===== src/design/issue_config.svh =====
// Issue stage configuration constants shared by the design and its testbench
`ifndef ISSUE_CONFIG_SVH
`define ISSUE_CONFIG_SVH

// Data and PC width
`define XLEN 32

// Architectural register file
`define NUM_REGS 32
`define REG_ADDR_W 5

// Execution units fed by the issue stage
`define NUM_UNITS 4

// Input-buffer slots per unit, and a counter wide enough to hold that count
`define UNIT_CREDITS 2
`define CREDIT_W 2

`endif


===== src/design/isa_pkg.sv =====
// RV32 instruction-set types: trimmed major opcodes and instruction field widths
`default_nettype none

package isa_pkg;

    // Instruction and field widths
    parameter int ILEN  = 32;
    parameter int OPC_W = 5;
    parameter int FN3_W = 3;

    // Low two bits of every 32-bit encoding
    parameter logic [1:0] LEN32_BITS = 2'b11;

    // Major opcode with the two length bits stripped (instr[6:2])
    typedef enum logic [OPC_W-1:0] {
        OP_LOAD      = 5'b00000,
        OP_ARITH_IMM = 5'b00100,
        OP_AUIPC     = 5'b00101,
        OP_STORE     = 5'b01000,
        OP_ARITH     = 5'b01100,
        OP_LUI       = 5'b01101,
        OP_BRANCH    = 5'b11000,
        OP_JALR      = 5'b11001,
        OP_JAL       = 5'b11011
    } opcode_t;

endpackage

`default_nettype wire


===== src/design/issue_pkg.sv =====
// Issue-side types: execution unit selection and operand selection
`default_nettype none

package issue_pkg;

    // Execution units, also the index into per-unit credit vectors
    typedef enum logic [1:0] {
        UNIT_ALU    = 2'd0,
        UNIT_BRANCH = 2'd1,
        UNIT_LSU    = 2'd2,
        UNIT_MUL    = 2'd3
    } unit_t;

    // How the two unit operands are formed
    typedef enum logic [2:0] {
        SEL_RS1_RS2    = 3'd0,
        SEL_RS1_IMM    = 3'd1,
        SEL_ZERO_UPPER = 3'd2,
        SEL_PC_UPPER   = 3'd3,
        SEL_ADDR_RS2   = 3'd4
    } operand_sel_t;

endpackage

`default_nettype wire


===== src/design/instr_decoder.sv =====
// Instruction decoder that picks the execution unit, operand selection, register use and legality
`default_nettype none

module instr_decoder (
    input  wire logic                       instr_valid,
    input  wire logic [isa_pkg::ILEN-1:0]   instr,
    output logic                            illegal_instruction,
    output logic                            is_legal,
    output issue_pkg::unit_t                unit,
    output issue_pkg::operand_sel_t         operand_sel,
    output logic                            uses_rs1,
    output logic                            uses_rs2,
    output logic                            writes_rd
);
    import isa_pkg::*;
    import issue_pkg::*;

    logic [OPC_W-1:0] opc_trim;
    logic [FN3_W-1:0] fn3;
    logic             mul_div_op;

    assign opc_trim   = instr[6:2];
    assign fn3        = instr[14:12];
    assign mul_div_op = instr[25];

    //////////////////////////////////////////////////
    // Opcode classification
    always_comb begin
        logic known_opc;
        logic uses_rd;
        logic legal;

        known_opc   = 1'b1;
        uses_rd     = 1'b1;
        unit        = UNIT_ALU;
        operand_sel = SEL_RS1_RS2;
        uses_rs1    = 1'b1;
        uses_rs2    = 1'b0;

        case (opcode_t'(opc_trim))
            OP_LUI: begin
                operand_sel = SEL_ZERO_UPPER;
                uses_rs1    = 1'b0;
            end
            OP_AUIPC: begin
                operand_sel = SEL_PC_UPPER;
                uses_rs1    = 1'b0;
            end
            OP_JAL: begin
                // Target comes from the PC carried alongside the operands
                unit     = UNIT_BRANCH;
                uses_rs1 = 1'b0;
            end
            OP_JALR: begin
                unit        = UNIT_BRANCH;
                operand_sel = SEL_RS1_IMM;
            end
            OP_BRANCH: begin
                unit     = UNIT_BRANCH;
                uses_rs2 = 1'b1;
                uses_rd  = 1'b0;
            end
            OP_LOAD: begin
                unit        = UNIT_LSU;
                operand_sel = SEL_ADDR_RS2;
            end
            OP_STORE: begin
                unit        = UNIT_LSU;
                operand_sel = SEL_ADDR_RS2;
                uses_rs2    = 1'b1;
                uses_rd     = 1'b0;
            end
            OP_ARITH_IMM: begin
                operand_sel = SEL_RS1_IMM;
            end
            OP_ARITH: begin
                uses_rs2 = 1'b1;
                if (mul_div_op) begin
                    unit = UNIT_MUL;
                end
            end
            default: begin
                known_opc = 1'b0;
            end
        endcase

        // Divides share the ARITH encoding with fn3[2] set and have no unit
        legal = known_opc && (instr[1:0] == LEN32_BITS) &&
                !((opcode_t'(opc_trim) == OP_ARITH) && mul_div_op && fn3[2]);

        writes_rd           = uses_rd && (instr[11:7] != '0);
        is_legal            = instr_valid && legal;
        illegal_instruction = instr_valid && !legal;
    end

endmodule

`default_nettype wire


===== src/design/issue_stage.sv =====
// Issue stage top: decode, hazard and credit checks, and the registered issue packet
`default_nettype none

`include "issue_config.svh"

module issue_stage (
    input  wire logic                        clk,
    input  wire logic                        rst,
    input  wire logic                        instr_valid,
    input  wire logic [isa_pkg::ILEN-1:0]    instr,
    input  wire logic [`XLEN-1:0]            instr_pc,
    input  wire logic [`XLEN-1:0]            rs1_data,
    input  wire logic [`XLEN-1:0]            rs2_data,
    input  wire logic [`NUM_UNITS-1:0]       credit_return,
    input  wire logic                        wb_valid,
    input  wire logic [`REG_ADDR_W-1:0]      wb_rd,
    output logic                             instr_ready,
    output logic                             illegal_instruction,
    output logic                             issue_valid,
    output issue_pkg::unit_t                 issue_unit,
    output logic [isa_pkg::FN3_W-1:0]        issue_fn3,
    output logic [`XLEN-1:0]                 issue_in1,
    output logic [`XLEN-1:0]                 issue_in2,
    output logic [`REG_ADDR_W-1:0]           issue_rd,
    output logic [`XLEN-1:0]                 issue_pc
);
    import issue_pkg::*;

    logic                  is_legal;
    unit_t                 dec_unit;
    operand_sel_t          dec_operand_sel;
    logic                  uses_rs1;
    logic                  uses_rs2;
    logic                  writes_rd;
    logic                  hazard;
    logic [`NUM_UNITS-1:0] has_credit;
    logic                  legal_fire;

    //////////////////////////////////////////////////
    // Issue decision
    assign legal_fire  = is_legal && !hazard && has_credit[dec_unit];
    // Illegal encodings are consumed without issue
    assign instr_ready = illegal_instruction || legal_fire;

    instr_decoder decoder_i (
        .instr_valid         (instr_valid),
        .instr               (instr),
        .illegal_instruction (illegal_instruction),
        .is_legal            (is_legal),
        .unit                (dec_unit),
        .operand_sel         (dec_operand_sel),
        .uses_rs1            (uses_rs1),
        .uses_rs2            (uses_rs2),
        .writes_rd           (writes_rd)
    );

    reg_scoreboard scoreboard_i (
        .clk       (clk),
        .rst       (rst),
        .rs1_addr  (instr[19:15]),
        .rs2_addr  (instr[24:20]),
        .rd_addr   (instr[11:7]),
        .uses_rs1  (uses_rs1),
        .uses_rs2  (uses_rs2),
        .writes_rd (writes_rd),
        .set_busy  (legal_fire),
        .wb_valid  (wb_valid),
        .wb_rd     (wb_rd),
        .hazard    (hazard)
    );

    unit_credit_pool credit_pool_i (
        .clk           (clk),
        .rst           (rst),
        .take_valid    (legal_fire),
        .take_unit     (dec_unit),
        .credit_return (credit_return),
        .has_credit    (has_credit)
    );

    operand_issue_reg issue_reg_i (
        .clk         (clk),
        .rst         (rst),
        .fire        (legal_fire),
        .instr       (instr),
        .instr_pc    (instr_pc),
        .rs1_data    (rs1_data),
        .rs2_data    (rs2_data),
        .unit        (dec_unit),
        .operand_sel (dec_operand_sel),
        .issue_valid (issue_valid),
        .issue_unit  (issue_unit),
        .issue_fn3   (issue_fn3),
        .issue_in1   (issue_in1),
        .issue_in2   (issue_in2),
        .issue_rd    (issue_rd),
        .issue_pc    (issue_pc)
    );

endmodule

`default_nettype wire


===== src/design/operand_issue_reg.sv =====
// Operand formation and the registered issue packet presented to the execution units
`default_nettype none

`include "issue_config.svh"

module operand_issue_reg (
    input  wire logic                          clk,
    input  wire logic                          rst,
    input  wire logic                          fire,
    input  wire logic [isa_pkg::ILEN-1:0]      instr,
    input  wire logic [`XLEN-1:0]              instr_pc,
    input  wire logic [`XLEN-1:0]              rs1_data,
    input  wire logic [`XLEN-1:0]              rs2_data,
    input  wire issue_pkg::unit_t              unit,
    input  wire issue_pkg::operand_sel_t       operand_sel,
    output logic                               issue_valid,
    output issue_pkg::unit_t                   issue_unit,
    output logic [isa_pkg::FN3_W-1:0]          issue_fn3,
    output logic [`XLEN-1:0]                   issue_in1,
    output logic [`XLEN-1:0]                   issue_in2,
    output logic [`REG_ADDR_W-1:0]             issue_rd,
    output logic [`XLEN-1:0]                   issue_pc
);
    import issue_pkg::*;

    logic [`XLEN-1:0] imm_i;
    logic [`XLEN-1:0] imm_u;
    logic [11:0]      ls_offset;
    logic [`XLEN-1:0] in1;
    logic [`XLEN-1:0] in2;

    //////////////////////////////////////////////////
    // Immediates
    assign imm_i = `XLEN'(signed'(instr[31:20]));
    assign imm_u = {instr[31:12], 12'b0};

    // Stores split the offset around the rd field (opcode bit 5 marks a store)
    assign ls_offset = instr[5] ? {instr[31:25], instr[11:7]} : instr[31:20];

    //////////////////////////////////////////////////
    // Operand select
    always_comb begin
        case (operand_sel)
            SEL_RS1_IMM: begin
                in1 = rs1_data;
                in2 = imm_i;
            end
            SEL_ZERO_UPPER: begin
                in1 = '0;
                in2 = imm_u;
            end
            SEL_PC_UPPER: begin
                in1 = instr_pc;
                in2 = imm_u;
            end
            SEL_ADDR_RS2: begin
                in1 = rs1_data + `XLEN'(signed'(ls_offset));
                in2 = rs2_data;
            end
            default: begin
                in1 = rs1_data;
                in2 = rs2_data;
            end
        endcase
    end

    //////////////////////////////////////////////////
    // Issue packet, valid for the cycle after fire
    always_ff @(posedge clk) begin
        if (rst) begin
            issue_valid <= 1'b0;
        end else begin
            issue_valid <= fire;
        end
    end

    always_ff @(posedge clk) begin
        if (fire) begin
            issue_unit <= unit;
            issue_fn3  <= instr[14:12];
            issue_in1  <= in1;
            issue_in2  <= in2;
            issue_rd   <= instr[11:7];
            issue_pc   <= instr_pc;
        end
    end

endmodule

`default_nettype wire


===== src/design/reg_scoreboard.sv =====
// Register scoreboard: busy bits set at issue, cleared at writeback, with hazard detection
`default_nettype none

`include "issue_config.svh"

module reg_scoreboard (
    input  wire logic                   clk,
    input  wire logic                   rst,
    input  wire logic [`REG_ADDR_W-1:0] rs1_addr,
    input  wire logic [`REG_ADDR_W-1:0] rs2_addr,
    input  wire logic [`REG_ADDR_W-1:0] rd_addr,
    input  wire logic                   uses_rs1,
    input  wire logic                   uses_rs2,
    input  wire logic                   writes_rd,
    input  wire logic                   set_busy,
    input  wire logic                   wb_valid,
    input  wire logic [`REG_ADDR_W-1:0] wb_rd,
    output logic                        hazard
);

    logic [`NUM_REGS-1:0] busy;

    //////////////////////////////////////////////////
    // Busy bits
    always_ff @(posedge clk) begin
        if (rst) begin
            busy <= '0;
        end else begin
            if (wb_valid) begin
                busy[wb_rd] <= 1'b0;
            end
            // Issue set comes last so it wins over a same-cycle writeback
            if (set_busy && writes_rd) begin
                busy[rd_addr] <= 1'b1;
            end
        end
    end

    // No writeback bypass, registered bits only
    assign hazard = (uses_rs1 && busy[rs1_addr]) ||
                    (uses_rs2 && busy[rs2_addr]) ||
                    (writes_rd && busy[rd_addr]);

    //////////////////////////////////////////////////
    // Assertions
    x0_never_busy: assert property (@(posedge clk) disable iff (rst) !busy[0])
        else $error("register zero marked busy");

endmodule

`default_nettype wire


===== src/design/unit_credit_pool.sv =====
// Per-unit credit counters tracking free input-buffer slots in each execution unit
`default_nettype none

`include "issue_config.svh"

module unit_credit_pool (
    input  wire logic                  clk,
    input  wire logic                  rst,
    input  wire logic                  take_valid,
    input  wire issue_pkg::unit_t      take_unit,
    input  wire logic [`NUM_UNITS-1:0] credit_return,
    output logic [`NUM_UNITS-1:0]      has_credit
);
    import issue_pkg::*;

    genvar i;

    generate
        for (i = 0; i < `NUM_UNITS; i++) begin : g_unit
            logic                 take;
            logic [`CREDIT_W-1:0] credits;

            assign take = take_valid && (take_unit == unit_t'(i));

            // Take and return in one cycle cancel out
            always_ff @(posedge clk) begin
                if (rst) begin
                    credits <= `CREDIT_W'(`UNIT_CREDITS);
                end else if (take && !credit_return[i]) begin
                    credits <= credits - 1'b1;
                end else if (!take && credit_return[i]) begin
                    credits <= credits + 1'b1;
                end
            end

            assign has_credit[i] = (credits != '0);

            take_from_empty: assert property (@(posedge clk) disable iff (rst)
                take |-> credits != '0)
                else $error("unit %0d issued with no credit", i);

            return_overflow: assert property (@(posedge clk) disable iff (rst)
                (credit_return[i] && !take) |-> credits < `CREDIT_W'(`UNIT_CREDITS))
                else $error("unit %0d returned more credits than it holds", i);
        end
    endgenerate

endmodule

`default_nettype wire


===== config.mk =====
export PLATFORM = sky130hd
export DESIGN_NAME = issue_stage
export DESIGN_NICKNAME = d
export VERILOG_FILES = /design/src/design/isa_pkg.sv /design/src/design/issue_pkg.sv /design/src/design/instr_decoder.sv /design/src/design/issue_stage.sv /design/src/design/operand_issue_reg.sv /design/src/design/reg_scoreboard.sv /design/src/design/unit_credit_pool.sv
export VERILOG_INCLUDE_DIRS = /design/src /design/src/design
export SDC_FILE = /design/constraint.sdc
export NUM_CORES = 1
export LEC_CHECK = 0
export BUFFER_PORTS_ARGS = -buffer_cell sky130_fd_sc_hd__buf_2
export CAP_MARGIN = 15
export CORE_MARGIN = 2
export CORE_UTILIZATION = 35
export CTS_CLUSTER_DIAMETER = 40
export DETAILED_ROUTE_END_ITERATION = 7
export PLACE_DENSITY = 0.69
export REMOVE_ABC_BUFFERS = 1
export SLEW_MARGIN = 20
export SYNTH_ARGS = -nofsm -noshare
export SYNTH_HDL_FRONTEND = slang
export SYNTH_HIERARCHICAL = 1
export SYNTH_SLANG_ARGS = --single-unit

===== constraint.sdc =====
create_clock -name clk -period 5.6 [get_ports clk]
set_input_delay 0.28 -clock clk [delete_from_list [all_inputs] [get_ports clk]]
set_output_delay 0.28 -clock clk [all_outputs]
set_load 0.1 [all_outputs]

==> impl_metrics.toml <==
[clocking]
cts_root_buf = "clkbuf_16"
clock_path_buffers = 2
clk_latency_ps = 430
htreeDepth = 4
ctsResizeCount = 0
cts_tree = "done"
cts_buffers = 17
clk_pin_slew_ps = 70
cts.sinks = 147
cts_hold_buffers = 0
cts_setup_buffers = 0

[critical_path]
crit_arrival_ps = 4170
worstPathRequired_ps = 5950
end_kind = "flop"
r2r_cells = 11
r2r_setup_slack_ps = 1780
rr_endpoint = "scoreboard_i/busy[4]"
r2r-start = "scoreboard_i/busy[0]"
worstSetupStartpointType = "flop"
critical_path.max_fanout = 36
criticalPathCategory = "flop to flop"

[logic_synthesis]
synth.area.top_cells = "edfxtp_1 36%, dfxtp_1 9.2%, ha_1 4.9%, a21oi_1 4.6%, nand2_1 4.4%"
synthDistinctLibCells = 83
synth_top_area_share_pct = 35.82
ys.warnings.count = 6
syn_area_um2 = 8887
ys.flop_type = "edfxtp_1"
synth-seq-cells = 147
synth_area_per_cell_um2 = 10.25
async_flop_share_pct = 0
synth-edff-count = 106
syn-instance-count = 867
yosysTopAreaCell = "edfxtp_1"
synth-seq-area-share_pct = 45.05

[global_routing]
grt.met3_usage_pct = 3.911
grt_util_met1_pct = 25.51
grt-busiest-layer = "met2"
overflow = 0
grt_max_degree = 79
grt_pass1_vias = 7611
track_usage_pct = 20.55
grt_first_pass_wirelength_um = 42030
antenna_found_initial = 6
gr-usage-met2_pct = 35.25

[floorplanning]
die_area_um2 = 26680
start_util_pct = 35.50
placementRows = 58
ios = 250
fp.dieH_um = 163.4
die_w_um = 163.4
coreArea_um2 = 25040

[power]
finalPower_w = 0.002882
power.leakage_nw = 4.417
irDropWorstVdd_v = 0.0001714
pwr_density_cell_nw_per_um2 = 262.2

[worst_hold_path]
holdPathEnd = "issue_reg_i/issue_pc[25]"
hold_path.class = "input pin to flop"
min_from = "instr_pc[25]"
min_path_cells = 1

[timing]
final_max_slew_viol_count = 0
setup_ws_ps = 1782
relSlewSlack_pct = 30.15
clock_skew_ps = 14.23
fin_crit_sh_pct = 68.19
rsz0062_at_grt = "false"
setup_violations = 0
max_slew.worst_pin.slew_ps = 1040
final_hold_viol_count = 0
holdWs_ps = 44.38
fin_tns_setup_ps = 0
min_period_ps = 3818
maxClockFrequency_ghz = 0.2619

[placed_design]
place_congestion = 0.8933
io_buffer_count = 249
dp_worst_setup_slack_ps = 1507
hpwl_um = 20280

[outcome]
outcome = "finished, final reports clean"

[cells_and_area]
area_growth_pct = 23.68
fin_util_pct = 43.90
fillers = 2418
final_common_cell = "buf_2"
multi_input_area_um2 = 4611
regArea_um2 = 4004
final_cell_mix = "249 x buf_2, 106 x edfxtp_1, 105 x nand2_1"
drive_above_1_share_pct = 31.04
layout.nets = 1269

[drt]
wl_per_cell_um = 19.39
vias_per_cell = 5.588
num_vias = 8047
dr.pass1.iters = 5
drc = 0
initialDrtViolationCount = 719
routed_wl_um = 27930
ant_nets = 0

[job]
maxCapViolCount = 0
state kept, by name, summed over array words and instances (netlist names):
name and cells:
issue_reg_i/issue_unit 2, issue_reg_i/issue_pc 32, credit_pool_i/g_unit.credits 8, issue_reg_i/issue_in2 32, issue_reg_i/issue_fn3 3, issue_reg_i/issue_in1 32, issue_reg_i/issue_rd 5, issue_reg_i/issue_valid 1
scoreboard_i/busy 32
critical path, stage by stage, from the launching register on:
cell and delay (ps):
dfxtp_1 350, mux4_2 450, nor3b_1 140, or4_1 410, o311ai_1 290, o221ai_1 160, inv_1 110, and3_4 540
nand2_1 160, nor3_1 820, nand2_1 140, a21oi_1 160
metal layers:
| metal | routed length (µm) | vias to the layer above | part of all wire (%) |
|---|---|---|---|
| met2 | 13840 | 332 | 50 |
| met5 | 13 | - | 0.047 |
| li1 | - | 3790 | - |
| met1 | 11430 | 3872 | 41 |
| met3 | 1886 | 51 | 6.8 |
| met4 | 754 | 2 | 2.7 |
where the power goes:
part | internal [W] | switching (W) | leakage, nW
clock network | 0.000664 | 0.000479 | 0.283
registers | 0.00119 | 0.00000739 | 1.29
logic | 0.000200 | 0.000345 | 2.84
total | 0.00205 | 0.000831 | 4.42
synth_stat cells (3+ instances only):
cell / instances
a21o_1: 11
a21o_2: 5
a21oi_1: 82
a221o_1: 20
a221oi_1: 19
a22oi_1: 15
a2bb2oi_1: 6
a31oi_1: 17
and2_1: 7
and3_1: 8
buf_2: 8
clkbuf_1: 33
dfxtp_1: 41
edfxtp_1: 106
ha_1: 35
inv_1: 16
mux2_2: 19
mux2i_1: 12
mux4_1: 6
mux4_2: 8
nand2_1: 105
nand3_1: 13
nand3b_1: 9
nand4_1: 5
nand4b_1: 3
nor2_1: 42
nor2b_1: 6
nor3_1: 12
nor3b_1: 8
o211ai_1: 3
o21a_1: 8
o21ai_0: 66
o21ai_1: 5
or2_1: 4
or3b_1: 4
or3b_2: 4
xnor2_1: 21
xor2_1: 15
worst max-delay path by stage:
stage / start / end / cells past startpoint
floorplan: instr[4] / issue_reg_i/issue_in2[31] / 4
global placement: instr[21] / issue_reg_i/issue_pc[18] / 9
detailed placement: instr[21] / scoreboard_i/busy[9] / 12
CTS: scoreboard_i/busy[4] / scoreboard_i/busy[9] / 11
global route: scoreboard_i/busy[4] / scoreboard_i/busy[28] / 11
finish: scoreboard_i/busy[0] / scoreboard_i/busy[4] / 11
metrics by stage:
stage,std cells,cell area (µm²)
after global routing,1438,10990
after detailed placement,1403,10390
after CTS,1435,10970
after global placement,1403,10380
final,1440,10990
after floorplan,817,8648
kinds of logic (layout without fill, tap and decap cells):
kind of cell             after synthesis  in the layout  synth area share, %
multiplexers                          45             45                7.560
AO/OA/AOI/OAI                        285            285                21.22
AND/OR/NAND/NOR                      251            251                14.06
flip-flops                           147            147                45.05
XOR/XNOR                              36             36                3.548
buffers and inverters                 67            305                3.407
adder cells (fa/ha/maj)               36             36                5.153
other                                  0              5                    0
cell type report:
cell class                      count  area share [%]
Antenna cell                        5          0.1138
Clock buffer                       24           4.781
Clock inverter                      8          0.5805
Inverter                           17          0.5805
Multi-Input combinational cell    653           41.95
Sequential cell                   147           36.43
Tap cell                          330           3.756
Timing Repair Buffer              256           11.82
Power figures use the tool's default switching activity.
